`src/icache_cfg_pkg.sv`:
```
// instruction cache geometry with sizes, widths and address field types
`default_nettype none

package icache_cfg_pkg;

  // organisation
  localparam int unsigned NUM_WAYS    = 4;
  localparam int unsigned NUM_SETS    = 16;
  localparam int unsigned LINE_BYTES  = 16;
  localparam int unsigned WORD_WIDTH  = 32;
  localparam int unsigned PADDR_WIDTH = 32;

  // address split into tag, set index and byte offset
  localparam int unsigned INDEX_WIDTH    = $clog2(NUM_SETS);
  localparam int unsigned OFFSET_WIDTH   = $clog2(LINE_BYTES);
  localparam int unsigned TAG_WIDTH      = PADDR_WIDTH - INDEX_WIDTH - OFFSET_WIDTH;
  localparam int unsigned BYTE_SEL_WIDTH = $clog2(WORD_WIDTH / 8);

  // random replacement
  localparam int unsigned LFSR_WIDTH = 8;

  typedef logic [$clog2(NUM_WAYS)-1:0] way_idx_t;
  typedef logic [NUM_WAYS-1:0]         way_mask_t;
  typedef logic [INDEX_WIDTH-1:0]      set_idx_t;
  typedef logic [TAG_WIDTH-1:0]        tag_t;
  typedef logic [PADDR_WIDTH-1:0]      paddr_t;
  typedef logic [WORD_WIDTH-1:0]       word_t;

  // one tag array entry, valid bit on top
  typedef struct packed {
    logic valid;
    tag_t tag;
  } tag_entry_t;

endpackage

`default_nettype wire
```
`src/tag_port_if.sv`:
```
// access of one peer to the shared tag/valid array through the arbiter
`timescale 1ns/1ps
`default_nettype none

interface tag_port_if;

  // command, held by the peer
  logic                      req;
  logic                      we;
  icache_cfg_pkg::set_idx_t  set;
  icache_cfg_pkg::way_mask_t way_mask;
  icache_cfg_pkg::tag_t      wtag;
  logic                      wvalid;
  // peer asks to keep the array for itself
  logic                      lock;
  // command reaches the array this cycle
  logic                      gnt;

  modport peer (output req, we, set, way_mask, wtag, wvalid, lock, input gnt);
  modport arb (input req, we, set, way_mask, wtag, wvalid, lock, output gnt);

endinterface

`default_nettype wire

```
`src/icache_tag_arb.sv`:
```
// fixed-priority arbiter of maintenance and controller at the tag/valid array
`timescale 1ns/1ps
`default_nettype none

module icache_tag_arb (
  input  logic                       clk_i,
  input  logic                       rst_ni,
  tag_port_if.arb                    maint,
  tag_port_if.arb                    ctrl,
  output icache_cfg_pkg::way_mask_t  arr_req_o,
  output logic                       arr_we_o,
  output icache_cfg_pkg::set_idx_t   arr_addr_o,
  output icache_cfg_pkg::tag_entry_t arr_wdata_o
);

  logic maint_win;
  // a running sweep keeps the array until its request drops
  logic sweep_own_q;

  // maintenance lock marks an invalidation, which never waits
  // a sweep only starts while the controller is unlocked
  assign maint_win = maint.req & (maint.lock | sweep_own_q | ~ctrl.lock);
  assign maint.gnt = maint_win;
  assign ctrl.gnt  = ctrl.req & ~maint_win;

  always_ff @(posedge clk_i or negedge rst_ni) begin
    if (!rst_ni) begin
      sweep_own_q <= 1'b0;
    end else begin
      sweep_own_q <= maint.req & (sweep_own_q | (maint_win & ~maint.lock));
    end
  end

  //////////////////////////////////////////////////////////////////////
  // winner command to the array
  //////////////////////////////////////////////////////////////////////

  always_comb begin
    if (maint_win) begin
      arr_req_o         = maint.way_mask;
      arr_we_o          = maint.we;
      arr_addr_o        = maint.set;
      arr_wdata_o.valid = maint.wvalid;
      arr_wdata_o.tag   = maint.wtag;
    end else begin
      arr_req_o         = ctrl.req ? ctrl.way_mask : '0;
      arr_we_o          = ctrl.req & ctrl.we;
      arr_addr_o        = ctrl.set;
      arr_wdata_o.valid = ctrl.wvalid;
      arr_wdata_o.tag   = ctrl.wtag;
    end
  end

endmodule

`default_nettype wire

```
`src/flat_wrapper.sv`:
```
// flat-port wrapper written by rule: the top's interface ports become plain ports
module icache_tag_arb_flat 
  (clk_i, rst_ni, arr_req_o, arr_we_o, arr_addr_o, arr_wdata_o, maint_req, maint_we, maint_set, maint_way_mask, maint_wtag, maint_wvalid, maint_lock, maint_gnt, ctrl_req, ctrl_we, ctrl_set, ctrl_way_mask, ctrl_wtag, ctrl_wvalid, ctrl_lock, ctrl_gnt);
  tag_port_if maint_i ();
  tag_port_if ctrl_i ();
  input  logic clk_i;
  input  logic rst_ni;
  output icache_cfg_pkg::way_mask_t arr_req_o;
  output logic arr_we_o;
  output icache_cfg_pkg::set_idx_t arr_addr_o;
  output icache_cfg_pkg::tag_entry_t arr_wdata_o;
  input wire logic [$bits(maint_i.req)-1:0] maint_req;
  input wire logic [$bits(maint_i.we)-1:0] maint_we;
  input wire logic [$bits(maint_i.set)-1:0] maint_set;
  input wire logic [$bits(maint_i.way_mask)-1:0] maint_way_mask;
  input wire logic [$bits(maint_i.wtag)-1:0] maint_wtag;
  input wire logic [$bits(maint_i.wvalid)-1:0] maint_wvalid;
  input wire logic [$bits(maint_i.lock)-1:0] maint_lock;
  output wire logic [$bits(maint_i.gnt)-1:0] maint_gnt;
  input wire logic [$bits(ctrl_i.req)-1:0] ctrl_req;
  input wire logic [$bits(ctrl_i.we)-1:0] ctrl_we;
  input wire logic [$bits(ctrl_i.set)-1:0] ctrl_set;
  input wire logic [$bits(ctrl_i.way_mask)-1:0] ctrl_way_mask;
  input wire logic [$bits(ctrl_i.wtag)-1:0] ctrl_wtag;
  input wire logic [$bits(ctrl_i.wvalid)-1:0] ctrl_wvalid;
  input wire logic [$bits(ctrl_i.lock)-1:0] ctrl_lock;
  output wire logic [$bits(ctrl_i.gnt)-1:0] ctrl_gnt;
  assign maint_i.req = maint_req;
  assign maint_i.we = maint_we;
  assign maint_i.set = maint_set;
  assign maint_i.way_mask = maint_way_mask;
  assign maint_i.wtag = maint_wtag;
  assign maint_i.wvalid = maint_wvalid;
  assign maint_i.lock = maint_lock;
  assign maint_gnt = maint_i.gnt;
  assign ctrl_i.req = ctrl_req;
  assign ctrl_i.we = ctrl_we;
  assign ctrl_i.set = ctrl_set;
  assign ctrl_i.way_mask = ctrl_way_mask;
  assign ctrl_i.wtag = ctrl_wtag;
  assign ctrl_i.wvalid = ctrl_wvalid;
  assign ctrl_i.lock = ctrl_lock;
  assign ctrl_gnt = ctrl_i.gnt;
  icache_tag_arb u_core (.clk_i(clk_i), .rst_ni(rst_ni), .maint(maint_i), .ctrl(ctrl_i), .arr_req_o(arr_req_o), .arr_we_o(arr_we_o), .arr_addr_o(arr_addr_o), .arr_wdata_o(arr_wdata_o));
endmodule
```
`config.mk`:
```
export PLATFORM = sky130hd
export DESIGN_NAME = icache_tag_arb_flat
export DESIGN_NICKNAME = d
export VERILOG_FILES = /design/src/icache_cfg_pkg.sv /design/src/tag_port_if.sv /design/src/icache_tag_arb.sv /design/src/flat_wrapper.sv
export SDC_FILE = /design/constraint.sdc
export NUM_CORES = 1
export LEC_CHECK = 0
export BUFFER_PORTS_ARGS = -buffer_cell sky130_fd_sc_hd__buf_2
export CORE_MARGIN = 4
export CORE_UTILIZATION = 26
export CTS_CLUSTER_DIAMETER = 100
export CTS_CLUSTER_SIZE = 28
export DETAILED_ROUTE_END_ITERATION = 10
export PLACE_DENSITY_LB_ADDON = 0.2
export SLEW_MARGIN = 10
export SYNTH_ARGS = -nofsm -noshare
export SYNTH_HDL_FRONTEND = slang
export SYNTH_SLANG_ARGS = --single-unit
```
`constraint.sdc`:
```
create_clock -name clk_i -period 4.9 [get_ports clk_i]
set_clock_uncertainty 0.15 [all_clocks]
set_input_delay 0.245 -clock clk_i [delete_from_list [all_inputs] [get_ports clk_i]]
set_output_delay 0.245 -clock clk_i [all_outputs]
set_load 0.005 [all_outputs]
```
==> results of run 1 <==
==> Yosys cell counts <==
library cell	instances
inv_1	7
nand2_1	5
mux2_2	28
and2_2	1
dfrtp_1	1
nor2_1	1
mux2i_1	5
o31ai_4	1
mux2_1	1
o21a_1	1
buf_6	3
==> cells by family (layout without fill, tap and decap cells) <==
kind of cell / Yosys count / count (layout) / share of synthesized area
compound gates: 2 / 2 / 0.0553
mux: 34 / 34 / 0.724
simple gates: 7 / 7 / 0.0577
buf+inv: 10 / 118 / 0.115
flops: 1 / 1 / 0.0481
==> final cells by class <==
| class | count | area share |
|---|---|---|
| timing repair buffer | 111 | 0.521 |
| multi-input combinational | 43 | 0.403 |
| tap | 25 | 0.0289 |
| inverter | 7 | 0.0243 |
| sequential | 1 | 0.0231 |
==> metal layers <==
metal  vias to the layer above  global-route usage  wire length, um
li1                        406                   -                -
met1                       342               0.142              684
met2                        53               0.322             1260
met3                         0              0.0171              277
met4                         0             0.00851                0
met5                         -                   0                0
==> final timing paths <==
check,end,slack [ns],cells after the start
min reg2reg,u_core.sweep_own_q$_DFF_PN0_,0.39,1
min,u_core.sweep_own_q$_DFF_PN0_,0.37,2
max in group asynchronous,u_core.sweep_own_q$_DFF_PN0_,4.09,2
max,arr_wdata_o[14],2.98,4
min in group asynchronous,u_core.sweep_own_q$_DFF_PN0_,0.43,2
max reg2reg,u_core.sweep_own_q$_DFF_PN0_,4.06,1
==> stage by stage <==
step	cell area (um2)	setup WS (ns)
4_1_cts	1080	2.96
3_5_place_dp	1070	2.97
6_report	1080	2.98
2_1_floorplan	520	3.14
3_3_place_gp	1070	2.99
5_1_grt	1080	2.88
==> worst max-delay path, cell delays in order (launching register included) <==
cell and delay (ns):
dfrtp_1 0.38, o31ai_4 0.21, buf_4 0.42, mux2_2 0.39, buf_2 0.13
==> where the power goes <==
group / internal, mW / total [mW] / leakage [nW] / switching (mW)
Sequential: 0.00895 / 0.00948 / 0.0131 / 0.000529
Combinational: 0.0611 / 0.0961 / 0.652 / 0.0349
Clock: 0 / 0 / 0 / 0
==> what timing repair did <==
action	CTS	global route
hold buffers	1	0
endpoints found under the setup margin	0	0
hold endpoints to repair	1	0
==> impl_metrics.csv, run 1 <==
group,metric,value,unit
timing,rsz0062_at_grt,"false",
timing,max_freq,520,MHz
clocking,post_cts_buffers,0,
yosys,ys_types,11,
grt,grt_max_degree,37,
route,drt-initial-drc-count,2,
clocking,insertion_delay,0,ns
timing,worst_hold_slack,0.366,ns
timing,period_share,0.393,
yosys,syn_nets,128,
die,die_w,52.7,um
yosys,synth_area_leaders,"mux2_2 (61%), mux2i_1 (9.6%), buf_6 (6.5%)",
critical_path,cp-startpoint,"u_core.sweep_own_q$_DFF_PN0_",
route,drc,0,
die,start_util,0.289,
outcome,outcome,"finished, final reports clean",
layout,seq_area,25.0,um2
clocking,cts-resized-gates,0,
min_path,hold_class,"input port to flip-flop",
die,core_area,1800,um2
critical_path,start_kind,"flip-flop",
critical_path,path_max_fanout,36,
pwr,ir_drop,0.0797,mV
yosys,synth_area_leader_cell,"mux2_2",
critical_path,cp.arrival,1.53,ns
die,io_pins,110,
route,drtPass1Iterations,2,
layout,final_cell_mix,"buf_2 (109), mux2_2 (28), inv_1 (7)",
layout,area_delta_synth_final,108,%
placement,gp_congestion,0.614,
yosys,yosysTopAreaCellShare,0.606,
placement,dp_cells,186,
layout,regMostFlops,"u_core.sweep_own_q",
placement,dp_hpwl,1980,um
layout,num_antenna_cells,0,
grt,grt_usage,0.146,
timing,fin_crit,1.92,ns
layout,layout-drive-gt1-share,0.864,
layout,fin_util,0.600,
yosys,synth-seq-area-share,0.0481,
route,via_count,801,
layout,nets,238,
critical_path,crit_type,"flip-flop to primary output",
die,die_h,52.7,um
timing,max-slew-margin-rel,0.715,
die,die_area,2780,um2
layout,fillers,170,
critical_path,critical_path_required,4.51,ns
yosys,syn_area_per_cell,9.64,um2
die,rows,15,
yosys,synthCells,54,
layout,reg.largest.list,"u_core.sweep_own_q (1)",
layout,largest_reg_flops,1,
min_path,worstHoldStart,"maint_req",
pwr,p_leak,0.666,nW
layout,final_common_cell,"buf_2",
critical_path,cp-end-kind,"primary output",
timing,hold_violations,0,
timing,setup_violations,0,
clocking,path_clk_slew,0,ns
route,vias_per_cell,4.28,
grt,grt_remaining_overflow,0,
pwr,finalPower,0.106,mW
pwr,p_per_area,97.6,nW/um2
route,post_drt_wl_per_cell,11.9,um
route,ant_nets,0,
flow_run,max-cap-violations,0,
yosys,synth_seq_cells,1,
layout,instances_no_fill,187,
timing,setup_tns,0,ns
yosys,synth_area,520,um2
route,totalWireLength,2220,um
grt,antenna_found_initial,0,
timing,drv_slew,0,
timing,tightest_slew,0.427,ns
critical_path,r2r-start,"u_core.sweep_own_q$_DFF_PN0_",
grt,grt_pass1_vias,755,
layout,multiInputGateArea,435,um2
placement,port_buffers,109,
yosys,yosys_warnings,0,
grt,grt_pass1_wl,3190,um
No activity file was read; power rests on OpenSTA's default activity.
==> run 2, diff against run 1 <==
CORE_UTILIZATION = 21   (was 26)
clock period = 1.76 ns   (was 4.9 ns; I/O delays follow)
==> run 2 against run 1 <==
Against the previous run:
- combinational power increased to 2.9 times the previous value
- sequential share of layout area down 0.075 points
- total power rose to 2.9 times the previous value
- global-route usage decreased by 2.6 points
- largest cell class unchanged
==> impl_metrics.csv, run 2 (synthesis gave the netlist of run 1 again) <==
group,metric,value,unit
flow_run,max-cap-violations,0,
timing,period_share,0.933,
layout,regMostFlops,"u_core.sweep_own_q",
die,die_area,3340,um2
pwr,p_leak,0.680,nW
pwr,swShare,0.330,
placement,place_ws,0.109,ns
route,drtPass1Iterations,4,
pwr,p_comb_frac,0.913,
critical_path,cp-startpoint,"u_core.sweep_own_q$_DFF_PN0_",
timing,drv_slew,0,
min_path,worstHoldStart,"maint_req",
critical_path,cp_num_buf_inv,2,
pwr,intPower,0.205,mW
layout,final_common_cell,"buf_2",
timing,rsz0062_at_grt,"false",
critical_path,cp-end-kind,"primary output",
critical_path,r2r_end,"u_core.sweep_own_q$_DFF_PN0_",
timing,setup_tns,0,ns
min_path,hold_class,"input port to flip-flop",
die,start_util,0.229,
clocking,post_cts_buffers,0,
grt,antenna_found_initial,0,
placement,placed_cell_area,1110,um2
grt,grt_remaining_overflow,0,
layout,largest_reg_flops,1,
grt,grt_pass1_vias,817,
die,die_h,57.8,um
critical_path,r2r-start,"u_core.sweep_own_q$_DFF_PN0_",
layout,instances_no_fill,191,
min_path,min_path_cells,2,
layout,num_antenna_cells,0,
layout,nets,239,
critical_path,cp.arrival,1.40,ns
route,vias_per_cell,4.20,
layout,final_area,1120,um2
critical_path,start_kind,"flip-flop",
placement,dp_hpwl,2070,um
placement,dp_cells,190,
grt,grt_usage,0.119,
die,core_area,2280,um2
die,rows,17,
critical_path,r2r_setup_slack,0.91,ns
route,via_count,803,
layout,reg.largest.list,"u_core.sweep_own_q (1)",
clocking,cts_hold_buf,1,
outcome,outcome,"finished, final reports clean",
layout,layout-drive-gt1-share,0.865,
die,die_w,57.8,um
placement,port_buffers,109,
grt,grt_pass1_wl,3370,um
timing,tightest_slew,0.304,ns
critical_path,cpLargestDelayFamily,"flip-flops",
placement,gp_congestion,0.702,
critical_path,reg2reg_depth,1,
clocking,path_clk_slew,0,ns
timing,hold_violations,0,
min_path,hold_end,"u_core.sweep_own_q$_DFF_PN0_",
critical_path,crit_chain,"o31ai_4, buf_12, mux2_2, buf_2",
grt,grt_max_degree,22,
pwr,power.switching,0.101,mW
timing,setup_violations,0,
timing,max_freq,609,MHz
pwr,p_clk_frac,0,
critical_path,critical_path_required,1.52,ns
clocking,cts-resized-gates,0,
route,drc,0,
die,io_pins,110,
route,totalWireLength,2250,um
timing,fin_crit,1.64,ns
critical_path,cp_slowest_stage_delay,0.39,ns
timing,timing.final.ws_setup,0.119,ns
route,post_drt_wl_per_cell,11.8,um
layout,final_cell_mix,"buf_2 (109), mux2_2 (28), inv_1 (7)",
layout,fin_util,0.491,
critical_path,crit_type,"flip-flop to primary output",
critical_path,crit_slowest_cell,"dfrtp_1",
route,drt-initial-drc-count,19,
timing,max-slew-margin-rel,0.798,
layout,area_delta_synth_final,115,%
clocking,insertion_delay,0,ns
pwr,ir_drop,0.204,mV
critical_path,path_max_fanout,21,
pwr,sequentialPowerShare,0.087,
pwr,p_per_area,274,nW/um2
route,ant_nets,0,
[run 2: cell count changes in the layout (fill, tap and decap cells not counted), sizes merged]
| cell | before | now |
|---|---|---|
| buf | 110 | 111 |
[run 2: how the worst max path moves through the flow]
stage | end | slack, ns | cells past startpoint
floorplan | arr_wdata_o[21] | 0.16 | 3
global placement | arr_addr_o[1] | 0.14 | 4
detailed placement | arr_addr_o[1] | 0.11 | 4
CTS | arr_wdata_o[15] | 0.11 | 4
global route | arr_wdata_o[1] | 0.05 | 4
finish | arr_wdata_o[15] | 0.12 | 4
[run 2: area by class of cell]
| class | instances | area (um2) |
|---|---|---|
| Fill cell | 223 | 1160 |
| Inverter | 7 | 26.3 |
| Multi-Input combinational cell | 43 | 435 |
| Sequential cell | 1 | 25.0 |
| Tap cell | 28 | 35.0 |
| Timing Repair Buffer | 112 | 596 |
[run 2: stage by stage]
stage | hold WS [ns] | power, mW
final | 0.216 | 0.306
after global routing | 0.223 | 0.336
after CTS | 0.219 | 0.312
after detailed placement | -0.284 | 0.309
after global placement | -0.285 | 0.302
after floorplan | -0.358 | 0.152
[run 2: power groups by stage]
stage               logic [mW]  clock network [mW]  registers (mW)
global placement         0.276                   0          0.0263
floorplan                0.125                   0          0.0263
global route             0.309                   0          0.0267
CTS                      0.285                   0          0.0266
finish                   0.280                   0          0.0265
detailed placement       0.283                   0          0.0266
[run 2: routing by layer]
| metal | track usage | vias to the layer above | part of all wire |
|---|---|---|---|
| li1 | - | 407 | - |
| met1 | 0.108 | 333 | 0.29 |
| met2 | 0.273 | 63 | 0.54 |
| met3 | 0.0245 | 0 | 0.17 |
| met4 | 0 | 0 | 0 |
| met5 | 0 | - | 0 |
==> run 3, diff against run 2 <==
CORE_UTILIZATION = 24   (was 21)
SKIP_CTS_REPAIR_TIMING = 1   (was not set)
clock period = 1.8 ns   (was 1.76 ns; I/O delays follow)
==> run 3 against run 2 <==
Against the previous run:
- core utilization rose by 6.7 points
- final cell count shrank 0.52%
- register-to-register slack better by 0.05 ns
- setup slack better by 0.016 ns
- wire length up 5.9%
- total power down 1.5%
- highest routed layer is now met4
==> impl_metrics.csv, run 3 (synthesis gave the netlist of run 1 again) <==
group,metric,value,unit
min_path,hold_class,"input port to flip-flop",
flow_run,max-cap-violations,0,
clocking,insertion_delay,0,ns
placement,port_buffers,109,
grt,antenna_found_initial,0,
timing,setup_violations,0,
timing,drv_slew,0,
pwr,sequentialPowerShare,0.085,
die,io_pins,110,
min_path,min_path_cells,2,
die,rows,16,
critical_path,reg2reg_depth,1,
die,die_w,54.6,um
route,vias_per_cell,4.32,
clocking,path_clk_slew,0,ns
layout,layout-drive-gt1-share,0.865,
pwr,ir_drop,0.164,mV
pwr,intPower,0.201,mW
placement,gp_congestion,0.578,
die,die_h,54.6,um
pwr,p_comb_frac,0.915,
critical_path,r2r_end,"u_core.sweep_own_q$_DFF_PN0_",
timing,rsz0062_at_grt,"false",
critical_path,path_max_fanout,23,
layout,fillers,202,
placement,dp_hpwl,2180,um
critical_path,critical_path_required,1.56,ns
route,drtPass1Iterations,3,
placement,place_ws,0.129,ns
grt,grt_pass1_vias,745,
layout,seq_area,25.0,um2
critical_path,crit_type,"flip-flop to primary output",
placement,dp_cells,189,
layout,area_delta_synth_final,114,%
layout,reg.largest.list,"u_core.sweep_own_q (1)",
timing,max-slew-margin-rel,0.793,
critical_path,cp-end-kind,"primary output",
critical_path,r2r_setup_slack,0.96,ns
pwr,p_per_area,270,nW/um2
timing,timing.final.ws_setup,0.135,ns
grt,grt_usage,0.128,
route,post_drt_wl_per_cell,12.5,um
route,totalWireLength,2380,um
outcome,outcome,"finished, final reports clean",
critical_path,crit_slowest_cell,"dfrtp_1",
pwr,p_leak,0.680,nW
min_path,worstHoldStart,"maint_req",
timing,setup_tns,0,ns
pwr,power.switching,0.101,mW
route,drc,0,
grt,grt_max_degree,24,
critical_path,crit_chain,"o31ai_4, buf_12, mux2_2, buf_2",
route,drt-initial-drc-count,2,
die,die_area,2980,um2
layout,largest_reg_flops,1,
pwr,p_clk_frac,0,
critical_path,r2r-start,"u_core.sweep_own_q$_DFF_PN0_",
layout,nets,239,
die,start_util,0.260,
timing,max_freq,600,MHz
timing,tightest_slew,0.311,ns
pwr,swShare,0.335,
critical_path,start_kind,"flip-flop",
layout,regMostFlops,"u_core.sweep_own_q",
grt,grt_pass1_wl,2880,um
route,ant_nets,0,
grt,grt_remaining_overflow,0,
layout,num_antenna_cells,0,
route,via_count,821,
layout,final_cell_mix,"buf_2 (109), mux2_2 (28), inv_1 (7)",
layout,multiInputGateArea,435,um2
min_path,hold_end,"u_core.sweep_own_q$_DFF_PN0_",
die,core_area,2000,um2
layout,final_common_cell,"buf_2",
timing,fin_crit,1.67,ns
layout,instances_no_fill,190,
timing,hold_violations,0,
timing,period_share,0.925,
critical_path,cp.arrival,1.43,ns
critical_path,cp_slowest_stage_delay,0.38,ns
## run 3: cell counts in the layout (fill, tap and decap cells not counted)
Identical to the previous run, type by type.
## run 3: worst max path at each step
stage | from | end | cells after the start
floorplan | u_core.sweep_own_q$_DFF_PN0_ | arr_wdata_o[21] | 3
global placement | u_core.sweep_own_q$_DFF_PN0_ | arr_wdata_o[10] | 4
detailed placement | u_core.sweep_own_q$_DFF_PN0_ | arr_wdata_o[10] | 4
CTS | u_core.sweep_own_q$_DFF_PN0_ | arr_wdata_o[10] | 4
global route | u_core.sweep_own_q$_DFF_PN0_ | arr_wdata_o[19] | 4
finish | u_core.sweep_own_q$_DFF_PN0_ | arr_wdata_o[19] | 4
## run 3: routing by layer
metal,vias up,GRT usage,routed length [um]
met3,2,0.0136,334
li1,408,-,-
met1,349,0.105,687
met4,0,0.0207,16
met5,-,0,0
met2,62,0.303,1350
## run 3: area by class of cell
type,instances,area share
well taps,27,0.0303
inverters,7,0.0235
flip-flops and latches,1,0.0224
repair buffers,112,0.534
multi-input cells,43,0.390
## run 3: power by group through the flow
stage                     Combinational [mW]  Sequential [mW]  Clock [mW]
after floorplan                        0.123           0.0257           0
final                                  0.276           0.0257           0
after CTS                              0.280           0.0258           0
after global routing                   0.303           0.0259           0
after detailed placement               0.278           0.0258           0
after global placement                 0.270           0.0257           0
## run 3: stage by stage
stage	hold WS [ns]	power (mW)	util	instance area (um2)
after floorplan	-0.356	0.148	-	520
after global placement	-0.284	0.296	0.553	1110
after detailed placement	-0.280	0.304	0.553	1110
after CTS	-0.280	0.305	0.553	1110
after global routing	0.214	0.329	0.558	1120
final	0.206	0.302	0.558	1120
## run 3: worst max-delay path: cells and delay by family (launching register included)
family	cells	cell delay, ns
multiplexers	1	0.36
flip-flops	1	0.38
buffers and inverters	2	0.35
AO/OA/AOI/OAI	1	0.33
